$ cat src/weights.mem
// Tap weights, 16-bit two's complement hex, tap 0 first
0001
0004
FFF8
0020
0100
7FFF
8000
0ABC
F123
0007
FFFF
1234
EDCB
0042
8001
0003
$ cat src/common/fir_cfg_pkg.sv
`default_nettype none

package fir_cfg_pkg;

    // Sample and weight width, fixed
    localparam int DATA_WIDTH = 16;

    // Log2 of the deepest filter the accumulator is sized for
    localparam int MAX_DEPTH_LOG = 4;

    // Full product plus growth over all taps
    localparam int ACC_WIDTH = 2 * DATA_WIDTH + MAX_DEPTH_LOG;

    // One input sample, also one weight
    typedef logic signed [DATA_WIDTH-1:0] sample_t;

    // Partial sum of a segment, and the filter output
    typedef logic signed [ACC_WIDTH-1:0] acc_t;

    // Hex weights, one per line, tap 0 first
    localparam string WEIGHT_FILE = "/design/src/weights.mem";

endpackage

`default_nettype wire

$ cat src/common/fir_ctrl_pkg.sv
`default_nettype none

package fir_ctrl_pkg;

    // Sequencer states, one sample in flight
    typedef enum logic [2:0] {
        IDLE         = 3'd0, // Waiting for i_din_valid
        FETCH_OLDEST = 3'd1, // Read oldest slot for the hand-off
        WRITE_SAMPLE = 3'd2, // Accept sample, write every segment
        PRIME_READ   = 3'd3, // First read, covers memory latency
        MAC          = 3'd4, // SEG_DEPTH multiply-accumulate cycles
        HOLD_OUTPUT  = 3'd5  // Wait until the output is taken
    } seq_state_t;

endpackage

`default_nettype wire

$ cat src/rtl/fir_sequencer.sv
`default_nettype none

module fir_sequencer
    import fir_cfg_pkg::*;
    import fir_ctrl_pkg::*;
#(
    parameter int FIR_DEPTH    = 16,
    parameter int NUM_SEGMENTS = 1,
    localparam int SEG_DEPTH   = FIR_DEPTH / NUM_SEGMENTS,
    localparam int ADDR_W      = (SEG_DEPTH > 1) ? $clog2(SEG_DEPTH) : 1
) (
    input  wire logic              i_clk,
    input  wire logic              i_rst,
    input  wire logic              i_din_valid,
    input  wire logic              i_out_done,   // Output handshake completed
    output logic                   o_ready,
    output logic                   o_sample_re,
    output logic                   o_sample_we,
    output logic [ADDR_W-1:0]      o_sample_addr,
    output logic                   o_weight_re,
    output logic [ADDR_W-1:0]      o_weight_addr,
    output logic                   o_mac_en,
    output logic                   o_acc_clr,
    output logic                   o_capture     // Last MAC cycle
);

    localparam logic [ADDR_W-1:0] LAST_ADDR = ADDR_W'(SEG_DEPTH - 1);

    seq_state_t state;
    seq_state_t state_next;

    logic [ADDR_W-1:0] wr_ptr;  // Slot of the oldest sample, next write
    logic [ADDR_W-1:0] rd_ptr;  // Next history read during MAC
    logic [ADDR_W-1:0] wt_addr; // Saturates at LAST_ADDR
    logic [ADDR_W-1:0] mac_cnt; // MAC cycles done
    logic              mac_last;

    // Accumulator growth only covers 2**MAX_DEPTH_LOG taps
    if (FIR_DEPTH > 2 ** MAX_DEPTH_LOG || FIR_DEPTH % NUM_SEGMENTS != 0) begin : g_bad_cfg
        $error("fir_sequencer: unsupported FIR_DEPTH / NUM_SEGMENTS");
    end

    function automatic logic [ADDR_W-1:0] wrap_inc(input logic [ADDR_W-1:0] addr);
        if (addr == LAST_ADDR) begin
            return '0;
        end
        return addr + 1'b1;
    endfunction

    assign mac_last = (state == MAC) && (mac_cnt == LAST_ADDR);

    always_ff @(posedge i_clk) begin
        if (i_rst) begin
            state <= IDLE;
        end else begin
            state <= state_next;
        end
    end

    always_comb begin
        state_next = state;
        case (state)
            IDLE:         if (i_din_valid) state_next = FETCH_OLDEST;
            FETCH_OLDEST: state_next = WRITE_SAMPLE;
            WRITE_SAMPLE: state_next = PRIME_READ;
            PRIME_READ:   state_next = MAC;
            MAC:          if (mac_last) state_next = HOLD_OUTPUT;
            HOLD_OUTPUT:  if (i_out_done) state_next = IDLE; // Back-pressure parks here
            default:      state_next = IDLE;
        endcase
    end

    // Pointers and counters
    always_ff @(posedge i_clk) begin
        if (i_rst) begin
            wr_ptr  <= '0;
            rd_ptr  <= '0;
            wt_addr <= '0;
            mac_cnt <= '0;
        end else begin
            case (state)
                IDLE: begin
                    wt_addr <= '0;
                    mac_cnt <= '0;
                end
                PRIME_READ: begin
                    rd_ptr <= wrap_inc(wr_ptr);          // One step older than newest
                    wr_ptr <= (wr_ptr == '0) ? LAST_ADDR : wr_ptr - 1'b1;
                    if (wt_addr != LAST_ADDR) wt_addr <= wt_addr + 1'b1;
                end
                MAC: begin
                    rd_ptr  <= wrap_inc(rd_ptr);
                    mac_cnt <= mac_cnt + 1'b1;
                    if (wt_addr != LAST_ADDR) wt_addr <= wt_addr + 1'b1;
                end
                default: ;
            endcase
        end
    end

    // Decoded strobes
    assign o_ready       = (state == WRITE_SAMPLE);
    assign o_sample_we   = (state == WRITE_SAMPLE); // Same slot as the fetch
    assign o_sample_re   = (state == FETCH_OLDEST) || (state == PRIME_READ) ||
                           ((state == MAC) && !mac_last);
    assign o_weight_re   = (state == PRIME_READ) || ((state == MAC) && !mac_last);
    assign o_sample_addr = (state == MAC) ? rd_ptr : wr_ptr;
    assign o_weight_addr = wt_addr;
    assign o_mac_en      = (state == MAC);
    assign o_acc_clr     = (state == IDLE);
    assign o_capture     = mac_last;

    // Ready is a single pulse on the slot that was just fetched
    ap_ready_slot: assert property (@(posedge i_clk) disable iff (i_rst)
        o_ready |-> $past(o_sample_re) && !$past(o_ready) &&
                    (o_sample_addr == $past(o_sample_addr)));

    // Weight read runs one tap ahead of the MAC count
    ap_weight_step: assert property (@(posedge i_clk) disable iff (i_rst)
        o_weight_re |-> (o_weight_addr == (o_mac_en ? mac_cnt + 1'b1 : '0)));

endmodule

`default_nettype wire

$ cat src/fir_segment/fir_segment.sv
`default_nettype none

module fir_segment
    import fir_cfg_pkg::*;
#(
    parameter int FIR_DEPTH    = 16,
    parameter int NUM_SEGMENTS = 1,
    parameter int SEG_INDEX    = 0,
    localparam int SEG_DEPTH   = FIR_DEPTH / NUM_SEGMENTS,
    localparam int ADDR_W      = (SEG_DEPTH > 1) ? $clog2(SEG_DEPTH) : 1
) (
    input  wire logic              i_clk,
    input  wire logic              i_rst,
    input  wire sample_t           i_sample_in,   // i_din or previous hand-off
    input  wire logic              i_sample_re,
    input  wire logic              i_sample_we,
    input  wire logic [ADDR_W-1:0] i_sample_addr,
    input  wire logic              i_weight_re,
    input  wire logic [ADDR_W-1:0] i_weight_addr,
    input  wire logic              i_mac_en,
    input  wire logic              i_acc_clr,
    output sample_t                o_sample_out,  // Displaced oldest sample
    output acc_t                   o_partial_sum
);

    localparam int WEIGHT_BASE = SEG_INDEX * SEG_DEPTH; // First tap of this segment

    sample_t hist_mem [SEG_DEPTH] = '{default: '0}; // Empty history at power-up
    sample_t weight_mem [FIR_DEPTH];

    sample_t sample_rd;
    sample_t weight_rd;
    logic signed [2*DATA_WIDTH-1:0] product;
    acc_t acc;

    initial begin
        $readmemh(WEIGHT_FILE, weight_mem); // Whole file, only this slice is read
    end

    // History RAM, read-first single port
    always_ff @(posedge i_clk) begin
        if (i_sample_re) begin
            sample_rd <= hist_mem[i_sample_addr];
        end
        if (i_sample_we) begin
            hist_mem[i_sample_addr] <= i_sample_in;
        end
    end

    // Weight ROM
    always_ff @(posedge i_clk) begin
        if (i_weight_re) begin
            weight_rd <= weight_mem[WEIGHT_BASE + int'(i_weight_addr)];
        end
    end

    assign product = sample_rd * weight_rd; // Full 32-bit product

    always_ff @(posedge i_clk) begin
        if (i_rst || i_acc_clr) begin
            acc <= '0;
        end else if (i_mac_en) begin
            acc <= acc + product; // Sign-extended to ACC_WIDTH
        end
    end

    // Read data from FETCH_OLDEST, stable through WRITE_SAMPLE
    assign o_sample_out  = sample_rd;
    assign o_partial_sum = acc;

    // A write in MAC would corrupt the history walk
    ap_no_we_in_mac: assert property (@(posedge i_clk) disable iff (i_rst)
        !(i_sample_we && i_mac_en));

endmodule

`default_nettype wire

$ cat src/rtl/fir_output_stage.sv
`default_nettype none

module fir_output_stage
    import fir_cfg_pkg::*;
#(
    parameter int NUM_SEGMENTS = 1
) (
    input  wire logic i_clk,
    input  wire logic i_rst,
    input  wire acc_t i_partial_sums [NUM_SEGMENTS],
    input  wire logic i_capture,   // Last MAC cycle of the sequencer
    input  wire logic i_ready,
    output acc_t      o_dout,
    output logic      o_dout_valid,
    output logic      o_done       // Handshake completes this edge
);

    acc_t total;
    logic capture_d; // Partial sums settle one cycle after the strobe

    always_comb begin
        total = '0;
        for (int k = 0; k < NUM_SEGMENTS; k++) begin
            total = total + i_partial_sums[k];
        end
    end

    always_ff @(posedge i_clk) begin
        if (i_rst) begin
            capture_d    <= 1'b0;
            o_dout_valid <= 1'b0;
        end else begin
            capture_d <= i_capture;
            if (capture_d) begin
                o_dout_valid <= 1'b1;
            end else if (o_done) begin
                o_dout_valid <= 1'b0;
            end
        end
    end

    always_ff @(posedge i_clk) begin
        if (capture_d) begin
            o_dout <= total; // Held until taken
        end
    end

    assign o_done = o_dout_valid && i_ready;

    // Output must not move while the receiver stalls
    ap_dout_stable: assert property (@(posedge i_clk) disable iff (i_rst)
        (o_dout_valid && !i_ready) |=> $stable(o_dout) && o_dout_valid);

endmodule

`default_nettype wire

$ cat src/rtl/fir_filter.sv
`default_nettype none

module fir_filter
    import fir_cfg_pkg::*;
#(
    parameter int FIR_DEPTH    = 16,
    parameter int NUM_SEGMENTS = 1
) (
    input  wire logic    i_clk,
    input  wire logic    i_rst,
    input  wire sample_t i_din,
    input  wire logic    i_din_valid,
    input  wire logic    i_ready,
    output logic         o_ready,
    output acc_t         o_dout,
    output logic         o_dout_valid
);

    localparam int SEG_DEPTH = FIR_DEPTH / NUM_SEGMENTS;
    localparam int ADDR_W    = (SEG_DEPTH > 1) ? $clog2(SEG_DEPTH) : 1;

    logic              sample_re;
    logic              sample_we;
    logic [ADDR_W-1:0] sample_addr; // Shared by all segments
    logic              weight_re;
    logic [ADDR_W-1:0] weight_addr;
    logic              mac_en;
    logic              acc_clr;
    logic              capture;
    logic              out_done;

    sample_t seg_out [NUM_SEGMENTS];      // Delay-line hand-off
    acc_t    partial_sums [NUM_SEGMENTS];

    fir_sequencer #(
        .FIR_DEPTH    (FIR_DEPTH),
        .NUM_SEGMENTS (NUM_SEGMENTS)
    ) u_fir_sequencer (
        .i_clk         (i_clk),
        .i_rst         (i_rst),
        .i_din_valid   (i_din_valid),
        .i_out_done    (out_done),
        .o_ready       (o_ready),
        .o_sample_re   (sample_re),
        .o_sample_we   (sample_we),
        .o_sample_addr (sample_addr),
        .o_weight_re   (weight_re),
        .o_weight_addr (weight_addr),
        .o_mac_en      (mac_en),
        .o_acc_clr     (acc_clr),
        .o_capture     (capture)
    );

    for (genvar g = 0; g < NUM_SEGMENTS; g++) begin : g_seg
        sample_t seg_in;

        if (g == 0) begin : g_head
            assign seg_in = i_din;          // New sample enters here
        end else begin : g_link
            assign seg_in = seg_out[g-1];   // Oldest of the previous segment
        end

        fir_segment #(
            .FIR_DEPTH    (FIR_DEPTH),
            .NUM_SEGMENTS (NUM_SEGMENTS),
            .SEG_INDEX    (g)
        ) u_fir_segment (
            .i_clk         (i_clk),
            .i_rst         (i_rst),
            .i_sample_in   (seg_in),
            .i_sample_re   (sample_re),
            .i_sample_we   (sample_we),
            .i_sample_addr (sample_addr),
            .i_weight_re   (weight_re),
            .i_weight_addr (weight_addr),
            .i_mac_en      (mac_en),
            .i_acc_clr     (acc_clr),
            .o_sample_out  (seg_out[g]),
            .o_partial_sum (partial_sums[g])
        );
    end

    fir_output_stage #(
        .NUM_SEGMENTS (NUM_SEGMENTS)
    ) u_fir_output_stage (
        .i_clk          (i_clk),
        .i_rst          (i_rst),
        .i_partial_sums (partial_sums),
        .i_capture      (capture),
        .i_ready        (i_ready),
        .o_dout         (o_dout),
        .o_dout_valid   (o_dout_valid),
        .o_done         (out_done)
    );

endmodule

`default_nettype wire

$ cat config.mk
export PLATFORM = sky130hd
export DESIGN_NAME = fir_filter
export DESIGN_NICKNAME = d
export VERILOG_FILES = /design/src/common/fir_cfg_pkg.sv /design/src/common/fir_ctrl_pkg.sv /design/src/rtl/fir_sequencer.sv /design/src/fir_segment/fir_segment.sv /design/src/rtl/fir_output_stage.sv /design/src/rtl/fir_filter.sv
export SDC_FILE = /design/constraint.sdc
export NUM_CORES = 1
export LEC_CHECK = 0
export BUFFER_PORTS_ARGS = -buffer_cell sky130_fd_sc_hd__buf_2
export CORE_MARGIN = 8
export CORE_UTILIZATION = 38
export DETAILED_ROUTE_END_ITERATION = 6
export HOLD_SLACK_MARGIN = 0.03
export PLACE_DENSITY = 0.79
export SETUP_SLACK_MARGIN = 0.05
export SLEW_MARGIN = 15
export SYNTH_ARGS = -nofsm -noshare
export SYNTH_HDL_FRONTEND = slang
export SYNTH_SLANG_ARGS = --single-unit
export TNS_END_PERCENT = 50
$ cat constraint.sdc
create_clock -name i_clk -period 1.7 [get_ports i_clk]
set_input_delay 0.085 -clock i_clk [delete_from_list [all_inputs] [get_ports i_clk]]
set_output_delay 0.085 -clock i_clk [all_outputs]
set_load 0.02 [all_outputs]
Yosys cells after proc, flatten, opt, wreduce, memory -nomap -nowiden
Memory sizes are Yosys's and may differ from the RTL's. A register that Yosys moved wholly into a read port is not among the register bits.
Cells that the tools add are included.

cells by class
  add/subtract/negate cells = 5
  $mul = 1
  equality and inequality tests = 11
  muxes and demuxes = 22
  reductions and logical operators = 14

operator list
  cell                                                                count
  36-bit by 32-bit adder with 36-bit output                           1
  16-bit by 16-bit multiplier with 32-bit output                      1
  4-bit 2-to-1 mux                                                    6
  3-bit case mux with 6 select lines                                  1
  4-bit case mux with 2 select lines                                  2
  4-bit by 1-bit adder with 4-bit output, second input constant       3
  4-bit == test, second input constant                                3
  1-bit 2-to-1 mux                                                    10
  3-bit 2-to-1 mux                                                    3
  3-bit by 2-bit == test with 1-bit output, second input constant     2
  3-bit == test, second input constant                                2
  2-bit nonzero test                                                  3
  4-bit logical NOT                                                   1
  1-bit logical OR                                                    4
  2-bit != test, second input constant                                2
  4-bit by 1-bit subtractor with 4-bit output, second input constant  1
  3-bit by 1-bit == test with 1-bit output, second input constant     1
  1-bit logical AND                                                   3
  3-bit logical NOT                                                   1
  3-bit AND reduction                                                 1
  2-bit by 1-bit != test with 1-bit output, second input constant     1
  1-bit logical NOT                                                   1

storage, ports and cells
  bits in registers = 105
  bits in writable memories = 256
  output and inout port bits = 38
  word-level logic and storage cells = 63
  memories kept = 1

memories
  memory                           words  width  rd ports  clocked after Yosys merged registers in  write ports  line               text
  g_seg[0].u_fir_segment.hist_mem  16     16     1         1                                        1            fir_segment.sv:28  sample_t hist_mem [SEG_DEPTH] = '{default: '0};

Longest topological paths before layout
Gate-level depths: netlist (run 1).

  depth after elaboration = 6
  depth in mapped cells = 4

Hierarchy
A second synthesis (run 1) with hierarchy kept.

unflattened totals
  cells, all modules = 663
  area total of the unflattened synthesis = 12854.8 sq um

by module, submodules not included
  module            times used  cells each  area an instance (sq um)
  fir_segment       1           471         10525.1
  fir_sequencer     1           149         1176.1
  fir_output_stage  1           43          1153.6

Worst setup path after synthesis (run 1)
Ideal clock, no wire load.

  path kind = register to register
  start point = register u_fir_sequencer.mac_cnt[0]
  end point = register u_fir_sequencer.state[0]
  library setup time = 0.095 ns
  arrival time = 1.150 ns
  required time = 1.605 ns
  path slack = 0.454 ns
  cell stages (with the launch flop) = 5
  path through = dfxtp_1 ha_1 a41oi_1 or2_2 a221oi_1

on the way
  cells in the longest elaborated chain, start to end = 4

RTL lines
  what                                                line                 text
  from (decl)                                         fir_sequencer.sv:35  logic [ADDR_W-1:0] mac_cnt;
  from (signal assigned)                              fir_sequencer.sv:93  mac_cnt <= mac_cnt + 1'b1;
  4-bit == test                                       fir_sequencer.sv:50  assign mac_last = (state == MAC) && (mac_cnt == LAST_ADDR);
  1-bit logical AND                                   fir_sequencer.sv:50
  2-bit by 1-bit != test with 1-bit output (no line)  n/a
  3-bit AND reduction (no line)                       n/a
  to (signal assigned)                                fir_sequencer.sv:56  state <= state_next;
  to (decl)                                           fir_sequencer.sv:29  seq_state_t state;

No other way between the ends.
A chain may end at the register's enable or synchronous reset.

Worst setup path after layout (run 1)
  start point = register u_fir_sequencer.state[2]
  end point = register u_fir_sequencer.mac_cnt[3]

on the way
  cells in the longest elaborated chain, start to end = 2
  elaborated cells between the ends (all ways) = 4
  classes of those cells = eq/ne (1); mux (1); reduce/logical (2)

RTL lines
  what                                                                      line                 text
  3-bit == test or 3-bit logical NOT (tied branches)                        fir_sequencer.sv:81  case (state)
  4-bit case mux with 2 select lines or 2-bit nonzero test (tied branches)  n/a

Several ways; a longest one is shown, not always the timed one.

==> impl_metrics.toml, run 1 <==
[pwr]
power.net_switching_mw = 0.2857
powerDensity_nw_per_um2 = 1095
leakage_nw = 0.2956
p_int_mw = 0.4087
combPwrFrac_pct = 36.0
seqPwrFrac_pct = 40.3
p_sw_share_pct = 41.14
peakVddDrop_uv = 646.4
power.share.clock_pct = 23.7

[grt]
antenna_found_initial = 0
grt_max_degree = 13
globalRouteMet3Util_pct = 2.820
overflow = 0
grt_pass1_wl_um = 1959
met2_usage_pct = 10.44
grt_pass1_vias = 487
met1_usage_pct = 7.787
grt_busiest_layer = "met2"
grt_usage_pct = 7.162

[clocking]
root_buffer = "clkbuf_4"
clock_path_buffers = 2
path_clk_slew_ns = 0.06
cts_tree = "built"
ctsResizeCount = 0
cts_hold_buf = 0
cts_buffers = 3
clock_latency_ns = 0.26
post_cts.repair.setup_buffers = 0
htree_levels = 1
clock-sinks = 9

[hold_path]
hold_start = "i_rst"
hold_class = "in2reg"
hold_depth = 2
whs_endpoint = "u_fir_sequencer.mac_cnt[2]"

[routing]
ant_nets = 0
avgViaCountPerCell = 4.150
via_count = 498
first_pass_iters = 4
drt-initial-drc-count = 12
route.detailed.drc = 0
wirelength_um = 1293
wl_per_cell_um = 10.78

[cells_and_area]
final_cell_mix = "conb_1 (36), dfxtp_1 (9)"
n_antenna_cell = 0
area_delta_synth_final_pct = -9.626
multi_input_area_um2 = 356.6
register_area_um2 = 180.2
drive_above_1_share_pct = 10.53
fin_util_pct = 36.74
final_nets = 117
layout_commonest_cell = "conb_1"
fillers = 191

[sta]
clock_skew_ns = 0.0009740
final_hold_viol_count = 0
grt_setup_unrepaired = "false"
drv_slew = 0
hold_slack_ns = 0.1185
post-route-period-util_pct = 83.98
finalSetupTns_ns = 0
finalWorstSetupSlack_ns = 0.2724
finalSetupViolations = 0
fmax_mhz = 700.5
timing.final.crit_period_ns = 1.428

[synthesis]
synthesis.area_um2 = 701.9
seq_area_frac_synth_pct = 25.67
netlist_top_cells_area = "buf_4 (40%), dfxtp_1 (26%), a21oi_1 (3.6%), nand3_1 (3.6%), o21ai_0 (3.6%)"
synth_top_area_share_pct = 39.57
ys_seq_elements = 9
ys_types = 23
netlist_instances = 90
synth_top_cell_by_area = "buf_4"
yosys_warnings = 0
avgSynthCellArea_um2 = 7.799

[floorplan]
row_count = 15
die_height_um = 58.98
dieArea_um2 = 3479
core_region_area_um2 = 1727
top_level_ports = 58
die_w_um = 58.98
start_util_pct = 40.65

[outcome]
outcome = "completed"

[worst_setup_path]
cp_max_fo = 12
reg2reg_from = "u_fir_sequencer.state[2]"
reg2regPathDepth = 3
regToRegSetupSlack_ns = 0.27
crit_type = "reg2reg"
slowest_delay_ns = 0.55
startpoint_type = "flip-flop"
crit_chain = "inv_1 -> or4b_1 -> a31oi_1"
r2r-end = "u_fir_sequencer.mac_cnt[3]"
arrival_ns = 1.62
crit_required_ns = 1.89
crit_family = "flip-flops"
worst_path_max_delay_cell = "dfxtp_1"
path_buf_inv = 1
end_kind = "flip-flop"

[placed_design]
pre_cts_ws_ns = 0.2848
dp.final_hpwl_um = 1016
port_buffers = 5
gp_congestion = 0.8498

[run]
cap_violations = 0
[worst register-to-register path, stage by stage (launching register included)]
cell and delay (ns):
dfxtp_1 0.55, inv_1 0.13, or4b_1 0.53, a31oi_1 0.16
[layout make-up]
class	count	share of cell area [%]
flip-flops and latches	9	28.40
clock buffers	4	4.142
repair buffers	6	5.128
inverters	2	1.183
multi-input cells	74	56.21
well taps	25	4.931
[power groups by stage]
stage,clock network [mW],logic [mW],registers [mW]
5_1_grt,0.182,0.273,0.286
2_1_floorplan,0,0.299,0.253
3_3_place_gp,0,0.239,0.282
4_1_cts,0.168,0.248,0.280
3_5_place_dp,0,0.248,0.285
6_report,0.165,0.250,0.279
[logic make-up (layout without fill, tap and decap cells)]
group / count (synthesis) / after routing / share of synthesized area (%)
and+or+nand+nor: 21 / 21 / 16.04
other: 1 / 36 / 0.5342
AOI/OAI and AO/OA: 15 / 15 / 12.48
xor gates and xnor gates: 1 / 1 / 1.248
DFF: 9 / 9 / 25.67
adders and majority gates: 1 / 1 / 1.782
buffers and inverters: 42 / 12 / 42.25
[stage by stage]
step                power (mW)  instance area, µm²  instances
finish                  0.6944               634.4        120
CTS                     0.6967               634.4        120
global placement        0.5205               608.1        116
detailed placement      0.5330               608.1        116
global route            0.7411               634.4        120
floorplan               0.5525               833.3        125
[sequential cells by signal, indices dropped and copies added, names as in the netlist]
name,flops
u_fir_sequencer.mac_cnt,4
u_fir_sequencer.state,3
u_fir_output_stage.capture_d,1
u_fir_output_stage.o_dout_valid,1
[cells in the mapped netlist]
cell type,count
a21o_1,1
a21oi_1,5
a221oi_1,1
a31oi_1,2
a41oi_1,1
buf_4,37
clkbuf_1,3
conb_1,1
dfxtp_1,9
ha_1,1
inv_1,2
nand2_1,4
nand2b_1,2
nand3_1,5
nand3b_1,1
nor2_1,3
nor2b_1,1
nor3_1,2
nor4b_1,1
o21ai_0,5
or2_2,1
or4b_1,1
xnor2_1,1
[worst max-delay path by stage]
| stage | start | endpoint | cells after the start |
|---|---|---|---|
| after floorplan | u_fir_sequencer.mac_cnt[0] | u_fir_sequencer.state[0] | 4 |
| after global placement | u_fir_sequencer.state[2] | u_fir_sequencer.mac_cnt[3] | 3 |
| after detailed placement | u_fir_sequencer.state[2] | u_fir_sequencer.mac_cnt[3] | 3 |
| after CTS | u_fir_sequencer.state[2] | u_fir_sequencer.mac_cnt[3] | 3 |
| after global routing | u_fir_sequencer.state[2] | u_fir_sequencer.mac_cnt[3] | 3 |
| final | u_fir_sequencer.state[2] | u_fir_sequencer.mac_cnt[3] | 3 |
[routing by layer]
layer	vias up	part of all wire, %
met5	-	0
met4	0	3.3
met3	5	16
met2	39	41
met1	217	40
li1	237	-
(Power assumes the default switching activity.)
==> run 2: changes to the inputs <==
- ABC_AREA: default -> 1
- CORE_UTILIZATION: 38 -> 37
- PLACE_DENSITY: 0.79 -> 0.78
- clock period: 1.7 -> 1.4 ns (I/O delays scaled with it)
==> impl_metrics.toml, run 2 <==
[sta]
timing.final.crit_period_ns = 1.160
finalSetupViolations = 0
grt_setup_unrepaired = "false"
post-route-period-util_pct = 82.85
final_hold_viol_count = 0
fmax_mhz = 862.1
clock_skew_ns = 0.002367
finalSetupTns_ns = 0
drv_slew = 0

[floorplan]
start_util_pct = 39.50
row_count = 15
dieArea_um2 = 3501
die_height_um = 59.17
core_region_area_um2 = 1745
top_level_ports = 58
die_w_um = 59.17

[clocking]
cts_hold_buf = 0
clock_latency_ns = 0.26
path_clk_slew_ns = 0.06
cts_buffers = 3
root_buffer = "clkbuf_4"
clock-sinks = 9
ctsResizeCount = 0
htree_levels = 1
post_cts.repair.setup_buffers = 0
cts_tree = "built"
clock_path_buffers = 2

[synthesis]
synth_edf_count = 0
synthesis.area_um2 = 689.4
yosys_warnings = 0
netlist_instances = 93
netlist_top_cells_area = "buf_4 (39%), dfxtp_1 (26%), nand3_1 (5.1%), nand2_1 (4.9%), nor2_1 (3.8%)"
seq_area_frac_synth_pct = 26.13
ys_seq_elements = 9
synth_top_area_share_pct = 39.20
synthFlopType = "dfxtp_1"
async_flop_share_pct = 0
synth_common_cells = "buf_4 (36), dfxtp_1 (9), nand2_1 (9)"
avgSynthCellArea_um2 = 7.413
ys_types = 18
yosysMostFrequentCell = "buf_4"
synth_top_cell_by_area = "buf_4"

[hold_path]
hold_class = "in2reg"

[routing]
wl_per_cell_um = 9.392
route.detailed.drc = 0
avgViaCountPerCell = 3.768
ant_nets = 0
via_count = 471
wirelength_um = 1174
drt-initial-drc-count = 4
first_pass_iters = 3

[pwr]
peakVddDrop_uv = 850.0
combPwrFrac_pct = 40.1
p_sw_share_pct = 46.52
seqPwrFrac_pct = 39.1
p_int_mw = 0.5236
total_power_mw = 0.9790
power.share.clock_pct = 20.8
powerDensity_nw_per_um2 = 1559
leakage_nw = 0.3250
power.net_switching_mw = 0.4554

[grt]
grt_pass1_wl_um = 1759
grt_usage_pct = 6.517
antenna_found_initial = 0
overflow = 0
grt_max_degree = 10
grt_pass1_vias = 458

[placed_design]
port_buffers = 5
gp_congestion = 0.8101
dp.final_hpwl_um = 987.5
placed_area_um2 = 601.8

[cells_and_area]
final_nets = 122
drive_above_1_share_pct = 12.00
regMostFlops = "u_fir_sequencer.mac_cnt"
fin_area_um2 = 628.1
final_cell_mix = "conb_1 (36), nand2_1 (9), dfxtp_1 (9)"
n_antenna_cell = 0
reg.largest.list = "u_fir_sequencer.mac_cnt: 4 flops, u_fir_sequencer.state: 3 flops"
multi_input_area_um2 = 339.1
largest_reg_flops = 4
register_area_um2 = 180.2
layout_commonest_cell = "conb_1"
area_delta_synth_final_pct = -8.893
fillers = 187

[worst_setup_path]
regToRegSetupSlack_ns = 0.30
crit_type = "reg2out"
startpoint_type = "flip-flop"
crit_required_ns = 1.33
cp_max_fo = 4
end_kind = "output port"
arrival_ns = 1.09

[outcome]
outcome = "completed"

[run]
cap_violations = 0
-- run 2: cell count changes in the layout (fill, tap and decap cells not counted), sizes merged, moves of 2 or more --
cell / change
nand2: +5
a31oi: -2
nand3: +2
o21ai: -3
nand2b: -2
nor2: +6
inv: +5
-- run 2: cell families after synthesis --
group | Yosys count | synth area share [%]
AOI/OAI and AO/OA | 7 | 5.445
adders and majority gates | 1 | 1.815
buffers and inverters | 44 | 43.74
DFF | 9 | 26.13
other | 1 | 0.5439
and+or+nand+nor | 31 | 22.32
-- run 2: cell type report --
type,instances,share of cell area (%)
clock buffers,4,4.183
inverters,7,4.183
multi-input cells,75,53.98
flip-flops and latches,9,28.69
well taps,25,4.980
repair buffers,5,3.984
-- run 2: power groups by stage --
stage                     registers, mW  clock network, mW  logic (mW)
after global placement            0.383                  0       0.379
final                             0.383              0.204       0.393
after detailed placement          0.386                  0       0.386
after CTS                         0.380              0.207       0.387
after floorplan                   0.351                  0       0.439
after global routing              0.392              0.214       0.443
-- run 2: per-stage QoR --
stage | util, % | hold WS, ns | worst slack, ns | instances
after floorplan | - | 0.1391 | 0.3956 | 128
after global placement | 34.48 | 0.3175 | 0.3412 | 121
after detailed placement | 34.48 | 0.3252 | 0.3247 | 121
after CTS | 35.99 | 0.04545 | 0.2303 | 125
after global routing | 35.99 | 0.06570 | 0.1101 | 125
final | 35.99 | 0.05053 | 0.2401 | 125
-- run 2: worst paths after layout --
check | start | end | depth (start not counted)
max | u_fir_sequencer.state[1] | o_ready | 3
min reg2reg | u_fir_output_stage.capture_d | u_fir_output_stage.o_dout_valid | 2
min | i_rst | u_fir_sequencer.state[1] | 2
max reg2reg | u_fir_sequencer.mac_cnt[1] | u_fir_sequencer.state[0] | 6
-- run 2: metal layers --
| metal | vias to the layer above | GRT usage, % | share of wire [%] |
|---|---|---|---|
| li1 | 235 | - | - |
| met1 | 201 | 6.724 | 42 |
| met2 | 32 | 9.969 | 39 |
| met3 | 3 | 3.037 | 17 |
| met4 | 0 | 5.119 | 2.3 |
| met5 | - | 0 | 0 |
-- run 2: worst max-delay path, stage by stage, from the launching register on --
cell	delay [ns]
dfxtp_1	0.42
inv_1	0.09
nor3_1	0.12
buf_2	0.19
==> run 3: changes to the inputs <==
- clock period: 1.4 -> 1.2 ns (I/O delays scaled with it)
==> impl_metrics.toml, run 3 (same netlist as run 2, synthesis figures left out) <==
[outcome]
outcome = "completed"

[placed_design]
pre_cts_ws_ns = 0.1247
gp_congestion = 0.8101
placed_area_um2 = 601.8
dp.final_hpwl_um = 987.5
port_buffers = 5

[sta]
final_hold_viol_count = 0
fmax_mhz = 928.4
clock_skew_ns = 0.003449
post-route-period-util_pct = 89.76
timing.final.crit_period_ns = 1.077
hold_slack_ns = 0.1332
grt_setup_unrepaired = "true"
finalWorstSetupSlack_ns = 0.1228
drv_slew = 0
finalSetupTns_ns = 0
finalSetupViolations = 0

[cells_and_area]
n_antenna_cell = 0
multi_input_area_um2 = 346.6
reg.largest.list = "u_fir_sequencer.mac_cnt: 4 flops, u_fir_sequencer.state: 3 flops"
largest_reg_flops = 4
final_cell_mix = "conb_1 (36), nand2_1 (9), nand3_1 (7), nor2_1 (7)"
layout_commonest_cell = "conb_1"
register_area_um2 = 183.9
fillers = 184
drive_above_1_share_pct = 16.83
regMostFlops = "u_fir_sequencer.mac_cnt"
area_delta_synth_final_pct = -5.808
fin_area_um2 = 649.4
final_nets = 123

[pwr]
peakVddDrop_uv = 1046
leakage_nw = 0.3302
powerDensity_nw_per_um2 = 1809

[worst_setup_path]
end_kind = "output port"
cp_max_fo = 4
crit_type = "reg2out"
startpoint_type = "flip-flop"
arrival_ns = 1.02
crit_required_ns = 1.14

[grt]
antenna_found_initial = 0
grt_max_degree = 10
grt_usage_pct = 6.561
grt_pass1_wl_um = 1773
grt_pass1_vias = 454
overflow = 0

[clocking]
clock_path_buffers = 2
root_buffer = "clkbuf_4"
clock-sinks = 9
cts_buffers = 3
post_cts.repair.setup_buffers = 0
htree_levels = 1
clock_latency_ns = 0.27
cts_tree = "built"
path_clk_slew_ns = 0.06

[floorplan]
start_util_pct = 39.50
die_w_um = 59.17
core_region_area_um2 = 1745
die_height_um = 59.17
top_level_ports = 58
dieArea_um2 = 3501
row_count = 15

[routing]
drt-initial-drc-count = 3
route.detailed.drc = 0
wl_per_cell_um = 9.714
via_count = 474
avgViaCountPerCell = 3.762
first_pass_iters = 4
wirelength_um = 1224
ant_nets = 0

[run]
cap_violations = 0

[hold_path]
hold_class = "in2reg"
[run 3: changes by cell type in the layout (fill, tap and decap cells not counted), sizes merged]
| cell | previous run | this run |
|---|---|---|
| dlygate4sd3 | 0 | 1 |
[run 3: layout make-up]
| type | count | share of cell area, % |
|---|---|---|
| well taps | 25 | 4.817 |
| flip-flops and latches | 9 | 28.32 |
| multi-input cells | 75 | 53.37 |
| inverters | 7 | 4.046 |
| repair buffers | 6 | 5.395 |
| clock buffers | 4 | 4.046 |
[run 3: report_power, final]
group	total (mW)	leakage (nW)	internal [mW]	switching, mW
logic	0.474	0.241	0.132	0.342
registers	0.463	0.0745	0.364	0.0985
clock network	0.238	0.0150	0.128	0.110
[run 3: path summary, 6_finish.rpt]
path | startpoint | end | slack, ns | depth (start not counted)
setup reg to reg | u_fir_sequencer.mac_cnt[0] | u_fir_sequencer.state[0] | 0.13 | 6
hold reg to reg | u_fir_output_stage.capture_d | u_fir_output_stage.o_dout_valid | 0.45 | 2
setup / recovery | u_fir_sequencer.state[1] | o_ready | 0.12 | 3
hold / removal | i_ready | u_fir_output_stage.o_dout_valid | 0.13 | 4
[run 3: through the flow]
| stage | cells | total power [mW] | util (%) |
|---|---|---|---|
| after floorplan | 128 | 0.9215 | - |
| after global placement | 121 | 0.8888 | 34.48 |
| after detailed placement | 121 | 0.9000 | 34.48 |
| after global routing | 126 | 1.249 | 37.20 |
| after CTS | 126 | 1.142 | 36.63 |
| final | 126 | 1.175 | 37.20 |
[run 3: worst max-delay path, stage by stage (launching register included)]
cell     delay (ns)
dfxtp_2        0.38
inv_1          0.09
nor3_2         0.10
buf_2          0.18
[run 3: routing by layer]
| metal | track usage, % | vias up | wire (µm) |
|---|---|---|---|
| met3 | 3.037 | 3 | 196 |
| met5 | 0 | - | 0 |
| li1 | - | 238 | - |
| met2 | 10.12 | 32 | 484 |
| met1 | 6.724 | 201 | 516 |
| met4 | 5.119 | 0 | 27 |
[run 3: repair_timing]
item	4_1_cts	5_1_grt
gates resized for setup	1	5
hold endpoints to repair	1	0
pin swaps	0	0
hold buffers	1	0
endpoints found under the setup margin	1	5
